==> src/saturn_pkg.sv <==
// Saturn front end shared definitions
// Address and nibble types, ALU operand and opcode encodings,
// instruction classes and the bus cycle phase count

`default_nettype none

package saturn_pkg;

    // Four clock phases make one nibble bus cycle
    localparam int PHASE_COUNT = 4;

    // 20-bit nibble address space
    typedef logic [19:0] addr_t;

    // One data nibble
    typedef logic [3:0] nibble_t;

    // GOTO displacement, three nibbles, two's complement
    typedef logic signed [11:0] offset_t;

    // ALU register operands
    typedef enum logic [4:0] {
        REG_P    = 5'd4,
        REG_IMM  = 5'd16,
        REG_NONE = 5'd31
    } alu_reg_t;

    // ALU operations
    typedef enum logic [4:0] {
        OP_NOP  = 5'd0,
        OP_COPY = 5'd1
    } alu_op_t;

    // Instruction classes seen by the execute stage
    typedef enum logic [3:0] {
        TYPE_ALU  = 4'd0,
        TYPE_JUMP = 4'd1,
        TYPE_NOP  = 4'd2,
        // Nothing decoded yet
        TYPE_NONE = 4'd15
    } instr_type_t;

endpackage

`default_nettype wire

==> src/saturn_phase_gen.sv <==
// Bus cycle phase sequencer
// Rotates a one-hot phase vector through the four phases of a nibble
// cycle, holding it whenever the clock enable is low or the bus is busy

`default_nettype none

module saturn_phase_gen import saturn_pkg::*; (
    input  wire                    i_clk,
    input  wire                    i_reset,
    input  wire                    i_clk_en,
    input  wire                    i_bus_busy,
    output logic [PHASE_COUNT-1:0] o_phases
);

    logic active;

    // Pipeline moves only on enabled, non-busy cycles
    assign active = i_clk_en && !i_bus_busy;

    always_ff @(posedge i_clk) begin
        if (i_reset) begin
            // Start in phase 0
            o_phases <= {{(PHASE_COUNT - 1){1'b0}}, 1'b1};
        end else if (active) begin
            // Rotate left, phase 3 wraps back to phase 0
            o_phases <= {o_phases[PHASE_COUNT-2:0], o_phases[PHASE_COUNT-1]};
        end
    end

    // Exactly one phase is live at any time
    a_phases_onehot: assert property (
        @(posedge i_clk) disable iff (i_reset)
        $onehot(o_phases)
    ) else $error("phase vector not one-hot: %b", o_phases);

endmodule

`default_nettype wire

==> src/saturn_fetch.sv <==
// Fetch stage
// Holds the program counter, which addresses the external nibble memory.
// At the end of every bus cycle it steps to the next nibble, or takes
// the jump target when the execute stage resolves a GOTO

`default_nettype none

module saturn_fetch import saturn_pkg::*; #(
    parameter addr_t RESET_PC = '0
) (
    input  wire                    i_clk,
    input  wire                    i_reset,
    input  wire                    i_clk_en,
    input  wire                    i_bus_busy,
    input  wire [PHASE_COUNT-1:0]  i_phases,
    input  wire                    i_jump,
    input  addr_t                  i_jump_target,
    output addr_t                  o_pc
);

    logic  active;
    addr_t pc_next;

    assign active = i_clk_en && !i_bus_busy;

    // Next address
    // A jump strobe only ever shows up in phase 3, together with
    // the decoded pulse of the last GOTO offset nibble
    always_comb begin
        if (i_jump) begin
            pc_next = i_jump_target;
        end else begin
            pc_next = o_pc + addr_t'(1);
        end
    end

    // PC register
    // Memory returns the nibble combinationally, so the address must
    // stay put for the whole bus cycle and only move at its last edge
    always_ff @(posedge i_clk) begin
        if (i_reset) begin
            o_pc <= RESET_PC;
        end else if (active && i_phases[3]) begin
            o_pc <= pc_next;
        end
    end

    // Address stays frozen across a busy bus
    a_pc_stable_busy: assert property (
        @(posedge i_clk) disable iff (i_reset)
        i_bus_busy |=> $stable(o_pc)
    ) else $error("o_pc moved while bus busy: %h", o_pc);

endmodule

`default_nettype wire

==> src/saturn_inst_decoder.sv <==
// Instruction decoder
// Consumes one nibble per bus cycle and finds instruction boundaries.
// Handles P= n (2n), GOTO (6xyz) and treats any other nibble as a NOP.
// Pulses decoded, execute and offset strobe during phase 3

`default_nettype none

module saturn_inst_decoder import saturn_pkg::*; (
    input  wire                    i_clk,
    input  wire                    i_reset,
    input  wire                    i_clk_en,
    input  wire                    i_bus_busy,
    input  wire [PHASE_COUNT-1:0]  i_phases,
    input  nibble_t                i_nibble,
    input  addr_t                  i_current_pc,
    output addr_t                  o_instr_pc,
    output alu_reg_t               o_alu_reg_dest,
    output alu_reg_t               o_alu_reg_src_1,
    output alu_reg_t               o_alu_reg_src_2,
    output nibble_t                o_alu_imm_value,
    output alu_op_t                o_alu_opcode,
    output instr_type_t            o_instr_type,
    output logic                   o_offset_strobe,
    output logic                   o_instr_decoded,
    output logic                   o_instr_execute,
    output addr_t                  o_dbg_inst_addr
);

    // First nibble opcodes
    localparam nibble_t NIB_P_EQ = 4'h2;
    localparam nibble_t NIB_GOTO = 4'h6;

    // IDLE means the next nibble starts a new instruction
    typedef enum logic [1:0] {
        IDLE,
        P_IMM,
        JUMP_OFS
    } dec_state_t;

    dec_state_t state;
    logic [1:0] ofs_cnt;
    logic       active;

    assign active = i_clk_en && !i_bus_busy;

    // Instruction address, captured at the first nibble
    always_ff @(posedge i_clk) begin
        if (active && i_phases[1] && (state == IDLE)) begin
            o_instr_pc <= i_current_pc;
        end
    end

    always_ff @(posedge i_clk) begin
        if (i_reset) begin
            state           <= IDLE;
            ofs_cnt         <= '0;
            o_alu_reg_dest  <= REG_NONE;
            o_alu_reg_src_1 <= REG_NONE;
            o_alu_reg_src_2 <= REG_NONE;
            o_alu_imm_value <= '0;
            o_alu_opcode    <= OP_NOP;
            o_instr_type    <= TYPE_NONE;
            o_offset_strobe <= 1'b0;
            o_instr_decoded <= 1'b0;
            o_instr_execute <= 1'b0;
            o_dbg_inst_addr <= '0;
        end else if (active) begin
            // New instruction defaults to NOP so nothing stale executes
            if (i_phases[1] && (state == IDLE)) begin
                o_instr_type <= TYPE_NOP;
            end

            // Nibble is valid on i_nibble by phase 2
            if (i_phases[2]) begin
                case (state)
                    IDLE: begin
                        case (i_nibble)
                            NIB_P_EQ: state <= P_IMM;
                            NIB_GOTO: begin
                                o_instr_type <= TYPE_JUMP;
                                ofs_cnt      <= '0;
                                state        <= JUMP_OFS;
                            end
                            default: begin
                                // Single nibble NOP, done right away
                                o_instr_type    <= TYPE_NOP;
                                o_instr_decoded <= 1'b1;
                                o_dbg_inst_addr <= o_instr_pc;
                            end
                        endcase
                    end
                    P_IMM: begin
                        // P= n, immediate copied into P
                        o_alu_reg_dest  <= REG_P;
                        o_alu_reg_src_1 <= REG_IMM;
                        o_alu_reg_src_2 <= REG_NONE;
                        o_alu_imm_value <= i_nibble;
                        o_alu_opcode    <= OP_COPY;
                        o_instr_type    <= TYPE_ALU;
                        o_instr_decoded <= 1'b1;
                        o_instr_execute <= 1'b1;
                        o_dbg_inst_addr <= o_instr_pc;
                        state           <= IDLE;
                    end
                    JUMP_OFS: begin
                        // One strobe per offset nibble, low nibble first
                        o_offset_strobe <= 1'b1;
                        ofs_cnt         <= ofs_cnt + 2'd1;
                        if (ofs_cnt == 2'd2) begin
                            // Third offset nibble ends the GOTO
                            o_instr_decoded <= 1'b1;
                            o_dbg_inst_addr <= o_instr_pc;
                            state           <= IDLE;
                        end
                    end
                    default: state <= IDLE;
                endcase
            end

            // Pulses live for phase 3 only
            if (i_phases[3]) begin
                o_offset_strobe <= 1'b0;
                o_instr_decoded <= 1'b0;
                o_instr_execute <= 1'b0;
            end
        end
    end

    // Offset nibbles only ever belong to a GOTO
    a_strobe_in_jump: assert property (
        @(posedge i_clk) disable iff (i_reset)
        o_offset_strobe |-> (o_instr_type == TYPE_JUMP)
    ) else $error("offset strobe with type %h", o_instr_type);

endmodule

`default_nettype wire

==> src/saturn_exec.sv <==
// Execute stage
// Owns register P and the GOTO offset shift register.
// Performs the immediate copy into P, and forms the jump target as
// instruction address + 1 + sign-extended offset

`default_nettype none

module saturn_exec import saturn_pkg::*; (
    input  wire                    i_clk,
    input  wire                    i_reset,
    input  wire                    i_clk_en,
    input  wire                    i_bus_busy,
    input  wire [PHASE_COUNT-1:0]  i_phases,
    input  nibble_t                i_nibble,
    input  addr_t                  i_instr_pc,
    input  alu_reg_t               i_alu_reg_dest,
    input  alu_reg_t               i_alu_reg_src_1,
    input  nibble_t                i_alu_imm_value,
    input  alu_op_t                i_alu_opcode,
    input  instr_type_t            i_instr_type,
    input  wire                    i_offset_strobe,
    input  wire                    i_instr_decoded,
    input  wire                    i_instr_execute,
    output nibble_t                o_reg_p,
    output logic                   o_jump,
    output addr_t                  o_jump_target
);

    logic    active;
    nibble_t nibble_q;
    offset_t offset_sr;
    offset_t offset_next;
    addr_t   offset_ext;

    assign active = i_clk_en && !i_bus_busy;

    // Bus nibble, sampled with the decoder in phase 2
    always_ff @(posedge i_clk) begin
        if (active && i_phases[2]) begin
            nibble_q <= i_nibble;
        end
    end

    // New nibble enters at the top, earlier ones slide down
    assign offset_next = {nibble_q, offset_sr[11:4]};

    always_ff @(posedge i_clk) begin
        if (active && i_phases[3] && i_offset_strobe) begin
            offset_sr <= offset_next;
        end
    end

    // Last offset nibble arrives with decoded, so use the shifted value
    assign offset_ext = {{($bits(addr_t) - $bits(offset_t)){offset_next[11]}}, offset_next};

    // Offset counts from the nibble just after the 6
    assign o_jump_target = i_instr_pc + addr_t'(1) + offset_ext;

    // Decoded is phase 3 only, so the jump lasts one phase
    assign o_jump = i_instr_decoded && (i_instr_type == TYPE_JUMP);

    // Register P
    always_ff @(posedge i_clk) begin
        if (i_reset) begin
            o_reg_p <= '0;
        end else if (active && i_phases[3] && i_instr_execute) begin
            if ((i_instr_type == TYPE_ALU) && (i_alu_opcode == OP_COPY) &&
                (i_alu_reg_dest == REG_P) && (i_alu_reg_src_1 == REG_IMM)) begin
                o_reg_p <= i_alu_imm_value;
            end
        end
    end

endmodule

`default_nettype wire

==> src/saturn_core.sv <==
// Saturn front end top level
// Phase generator, fetch, decoder and execute stages.
// Nibble memory sits outside and answers o_pc on i_nibble

`default_nettype none

module saturn_core import saturn_pkg::*; #(
    parameter addr_t RESET_PC = '0
) (
    input  wire          i_clk,
    input  wire          i_reset,
    input  wire          i_clk_en,
    input  wire          i_bus_busy,
    input  nibble_t      i_nibble,
    output addr_t        o_pc,
    output nibble_t      o_reg_p,
    output instr_type_t  o_instr_type,
    output logic         o_instr_decoded,
    output addr_t        o_dbg_inst_addr
);

    logic [PHASE_COUNT-1:0] phases;

    // Decoder to execute
    addr_t    instr_pc;
    alu_reg_t alu_reg_dest;
    alu_reg_t alu_reg_src_1;
    nibble_t  alu_imm_value;
    alu_op_t  alu_opcode;
    logic     offset_strobe;
    logic     instr_execute;

    // Execute back to fetch
    logic  jump;
    addr_t jump_target;

    saturn_phase_gen phase_gen_i (
        .i_clk      (i_clk),
        .i_reset    (i_reset),
        .i_clk_en   (i_clk_en),
        .i_bus_busy (i_bus_busy),
        .o_phases   (phases)
    );

    saturn_fetch #(
        .RESET_PC (RESET_PC)
    ) fetch_i (
        .i_clk         (i_clk),
        .i_reset       (i_reset),
        .i_clk_en      (i_clk_en),
        .i_bus_busy    (i_bus_busy),
        .i_phases      (phases),
        .i_jump        (jump),
        .i_jump_target (jump_target),
        .o_pc          (o_pc)
    );

    // Second ALU source is not used by P= n
    saturn_inst_decoder decoder_i (
        .i_clk           (i_clk),
        .i_reset         (i_reset),
        .i_clk_en        (i_clk_en),
        .i_bus_busy      (i_bus_busy),
        .i_phases        (phases),
        .i_nibble        (i_nibble),
        .i_current_pc    (o_pc),
        .o_instr_pc      (instr_pc),
        .o_alu_reg_dest  (alu_reg_dest),
        .o_alu_reg_src_1 (alu_reg_src_1),
        .o_alu_reg_src_2 (),
        .o_alu_imm_value (alu_imm_value),
        .o_alu_opcode    (alu_opcode),
        .o_instr_type    (o_instr_type),
        .o_offset_strobe (offset_strobe),
        .o_instr_decoded (o_instr_decoded),
        .o_instr_execute (instr_execute),
        .o_dbg_inst_addr (o_dbg_inst_addr)
    );

    saturn_exec exec_i (
        .i_clk           (i_clk),
        .i_reset         (i_reset),
        .i_clk_en        (i_clk_en),
        .i_bus_busy      (i_bus_busy),
        .i_phases        (phases),
        .i_nibble        (i_nibble),
        .i_instr_pc      (instr_pc),
        .i_alu_reg_dest  (alu_reg_dest),
        .i_alu_reg_src_1 (alu_reg_src_1),
        .i_alu_imm_value (alu_imm_value),
        .i_alu_opcode    (alu_opcode),
        .i_instr_type    (o_instr_type),
        .i_offset_strobe (offset_strobe),
        .i_instr_decoded (o_instr_decoded),
        .i_instr_execute (instr_execute),
        .o_reg_p         (o_reg_p),
        .o_jump          (jump),
        .o_jump_target   (jump_target)
    );

endmodule

`default_nettype wire

==> config.mk <==
export PLATFORM = sky130hd
export DESIGN_NAME = saturn_core
export DESIGN_NICKNAME = d
export VERILOG_FILES = /design/src/saturn_pkg.sv /design/src/saturn_phase_gen.sv /design/src/saturn_fetch.sv /design/src/saturn_inst_decoder.sv /design/src/saturn_exec.sv /design/src/saturn_core.sv
export SDC_FILE = /design/constraint.sdc
export NUM_CORES = 1
export LEC_CHECK = 0
export BUFFER_PORTS_ARGS = -buffer_cell sky130_fd_sc_hd__buf_4
export CORE_MARGIN = 5
export CORE_UTILIZATION = 40
export CTS_BUF_LIST = sky130_fd_sc_hd__clkbuf_2
export DETAILED_ROUTE_END_ITERATION = 12
export SYNTH_ARGS = -nofsm -noshare
export SYNTH_HDL_FRONTEND = slang
export SYNTH_SLANG_ARGS = --single-unit
==> constraint.sdc <==
create_clock -name i_clk -period 2.7 [get_ports i_clk]
set_clock_uncertainty 0.1 [all_clocks]
set_input_delay 0 -clock i_clk [delete_from_list [all_inputs] [get_ports i_clk]]
set_output_delay 0 -clock i_clk [all_outputs]
set_load 0.01 [all_outputs]
==> results.json <==
{
  "grt_pass1_wl_mm": 22.3,
  "place.gp.congestion": 0.963,
  "synth_area_sq_mm": 0.00504,
  "start_kind": "flop",
  "synth.distinct_cells": 64,
  "fin_ws_ns": 0.102,
  "async_flop_share_pct": 0,
  "overflow": 0,
  "grt_pass1_vias": 4282,
  "drive_gt1_share_pct": 18.2,
  "dpl.cell_count": 779,
  "synth_area_leader_cell": "dfxtp_1",
  "critical_path.slowest_cell": "fa_1",
  "drt_iter0_drc": 291,
  "clkTransAtPathRegs_ns": 0.28,
  "cts.sinks": 97,
  "p_seq_share_pct": 67.1,
  "intPower_mw": 1.69,
  "htree_levels": 3,
  "wl_per_cell_microns": 17.4,
  "dr.pass1.iters": 5,
  "critPathTopFamily": "compound AO/OA/AOI/OAI gates",
  "worstPathRequired_ns": 3.10,
  "ant_nets": 0,
  "grtUsageTotal_pct": 19.2,
  "ys.warnings.count": 0,
  "synth_sequential_area_ratio_pct": 44.9,
  "synth_fp_nets": 586,
  "core-area_sq_mm": 0.0125,
  "crit_arrival_ns": 3.00,
  "cap_viol_max_count": 0,
  "leakagePower_nw": 2.33,
  "antenna_found_initial": 0,
  "totalWireLength_mm": 14.1,
  "initial_core_util_pct": 40.4,
  "maxSlewHeadroom_pct": 57.1,
  "area_growth_pct": 19.4,
  "clkLatencyLatePin_ns": 0.63,
  "drv_slew": 0,
  "syn_inst": 553,
  "synth-edff-count": 32,
  "dpl_cell_area_sq_mm": 0.00575,
  "post-route-drc-count": 0,
  "crit_chain": "inv_1, ha_1, fa_1, nand2b_4, a21oi_2, o211ai_1, a211oi_2, buf_4, o21ai_0, a41o_1",
  "vdd_drop_max_uv": 271,
  "p_total_mw": 2.28,
  "rows": 41,
  "dieArea_sq_mm": 0.0149,
  "layout.nets": 667,
  "numCtsBuffers": 9,
  "root_buffer": "clkbuf_2",
  "cts_tree": "yes",
  "clockBufferDepth": 2,
  "power_density_mw_per_mm2": 378,
  "switching_share_pct": 26.0,
  "setup_violations": 0,
  "dr_total_vias": 4486,
  "grt_max_degree": 36,
  "synth_commonest_cells": "65 x dfxtp_1, 57 x nor2_1, 51 x a21oi_1",
  "hp-class": "primary input to flop",
  "fp.dieH_microns": 122,
  "hpwl_mm": 10.4,
  "final_area_sq_mm": 0.00602,
  "ios": 57,
  "yosysMostFrequentCell": "dfxtp_1",
  "avgSynthCellArea_sq_um": 9.12,
  "switchingPower_mw": 0.591,
  "layout.cells.non_filler": 811,
  "io_buffers": 56,
  "clock_power_share_pct": 27.8,
  "final_util_pct": 48.3,
  "yosysTopAreaCellShare_pct": 25.8,
  "yosys-top-cells-area": "dfxtp_1 26%, edfxtp_1 19%, ha_1 6.0%",
  "synth-main-ff-cell": "dfxtp_1",
  "cp.buffers_inverters": 2,
  "hold_violations": 0,
  "place_ws_ns": -0.000191,
  "fmax_mhz": 385,
  "period_needed_ns": 2.60,
  "critPathMaxStageDelay_ns": 0.44,
  "die_w_microns": 122,
  "ys_seq_elements": 97,
  "run_status": "complete, no violations",
  "path_class": "flop to flop",
  "worstMarginPinSlew_ns": 0.640,
  "cp_max_fo": 4,
  "period_share_pct": 96.2,
  "cp-end-kind": "flop",
  "viasPerCell": 5.53,
  "diodes": 0,
  "pwr-share-comb_pct": 5.1
}
-- per-layer routing --
metal | wire length (microns) | GRT usage [%] | up-vias
met5 | 0 | 0 | -
met4 | 254 | 6.93 | 0
met3 | 820 | 3.09 | 19
met2 | 6690 | 31.0 | 137
met1 | 6360 | 26.2 | 2135
li1 | - | - | 2195
-- sequential cells by signal, summed over array words and instances, names as in the netlist --
name                       count
decoder_i.o_dbg_inst_addr     20
exec_i.nibble_q                4
decoder_i.o_alu_imm_value      4
decoder_i.o_instr_type         4
exec_i.offset_sr               8
decoder_i.o_instr_decoded      1
phase_gen_i.o_phases           4
decoder_i.ofs_cnt              2
decoder_i.o_alu_reg_dest       1
decoder_i.o_instr_pc          20
decoder_i.o_alu_opcode         1
decoder_i.o_offset_strobe      1
fetch_i.o_pc                  20
decoder_i.state                2
decoder_i.o_instr_execute      1
exec_i.o_reg_p                 4
-- power groups by stage --
stage,sequential [mW],clock (mW),combinational (mW)
final,1.53,0.633,0.117
after global routing,1.53,0.719,0.127
after CTS,1.53,0.668,0.116
after detailed placement,1.56,0,0.102
after global placement,1.55,0,0.100
after floorplan,1.55,0,0.0578
-- worst paths after layout --
| path | cells after the start | slack [ns] | startpoint | to |
|---|---|---|---|---|
| worst min-delay path | 4 | 0.09 | i_nibble[2] | decoder_i.state[1] |
| worst max register to register | 10 | 0.10 | decoder_i.o_instr_pc[0] | fetch_i.o_pc[16] |
| worst min register to register | 2 | 0.37 | decoder_i.o_alu_imm_value[2] | decoder_i.o_alu_imm_value[2] |
| worst max-delay path | 10 | 0.10 | decoder_i.o_instr_pc[0] | fetch_i.o_pc[16] |
-- cells in the final DEF (no fill, tap or decap), drive strengths merged, types with 20 or more instances in the layout --
cell type	n
inv	20
edfxtp	32
mux2i	29
dfxtp	65
nor3	21
nand2	50
o21ai	30
buf	83
a21oi	51
nor2	58
nand3	21
ha	24
-- metrics by stage --
step	hold slack, ns	TNS, ns
after floorplan	-0.00113	0
after global placement	0.123	0
after detailed placement	0.124	-0.000191
after CTS	0.0310	0
after global routing	0.0757	-0.0248
final	0.0901	0
-- logic make-up (layout without fill, tap and decap cells) --
kind of cell / count (synthesis) / in the layout / share of synthesized area, %
xor gates and xnor gates: 10 / 10 / 1.74
adders and majority gates: 25 / 25 / 6.35
buffers and inverters: 46 / 132 / 3.80
muxes: 30 / 30 / 5.98
DFF: 97 / 97 / 44.9
and+or+nand+nor: 203 / 203 / 19.7
AOI/OAI and AO/OA: 142 / 142 / 17.6
-- tightest hold or removal path: cells and delay by family --
kind	cells	cell delay (ns)
simple gates	1	0.06
buf+inv	2	0.68
compound gates	1	0.06
-- cell type report --
cell class                      count  area, sq um
Clock buffer                        9         45.0
Clock inverter                      7         45.0
Fill cell                        1211         6450
Inverter                           20         75.1
Multi-Input combinational cell    410         2620
Sequential cell                    97         2260
Tap cell                          172          215
Timing Repair Buffer               96          753
-- repair_timing --
action / in CTS / in global routing
setup buffers: 0 / 3
resized for setup: 1 / 6
setup endpoints to repair: 1 / 5
pin swaps: 0 / 4
endpoints found under the hold margin: 70 / 0
hold buffers: 13 / 0
Power figures use the tool's default switching activity.
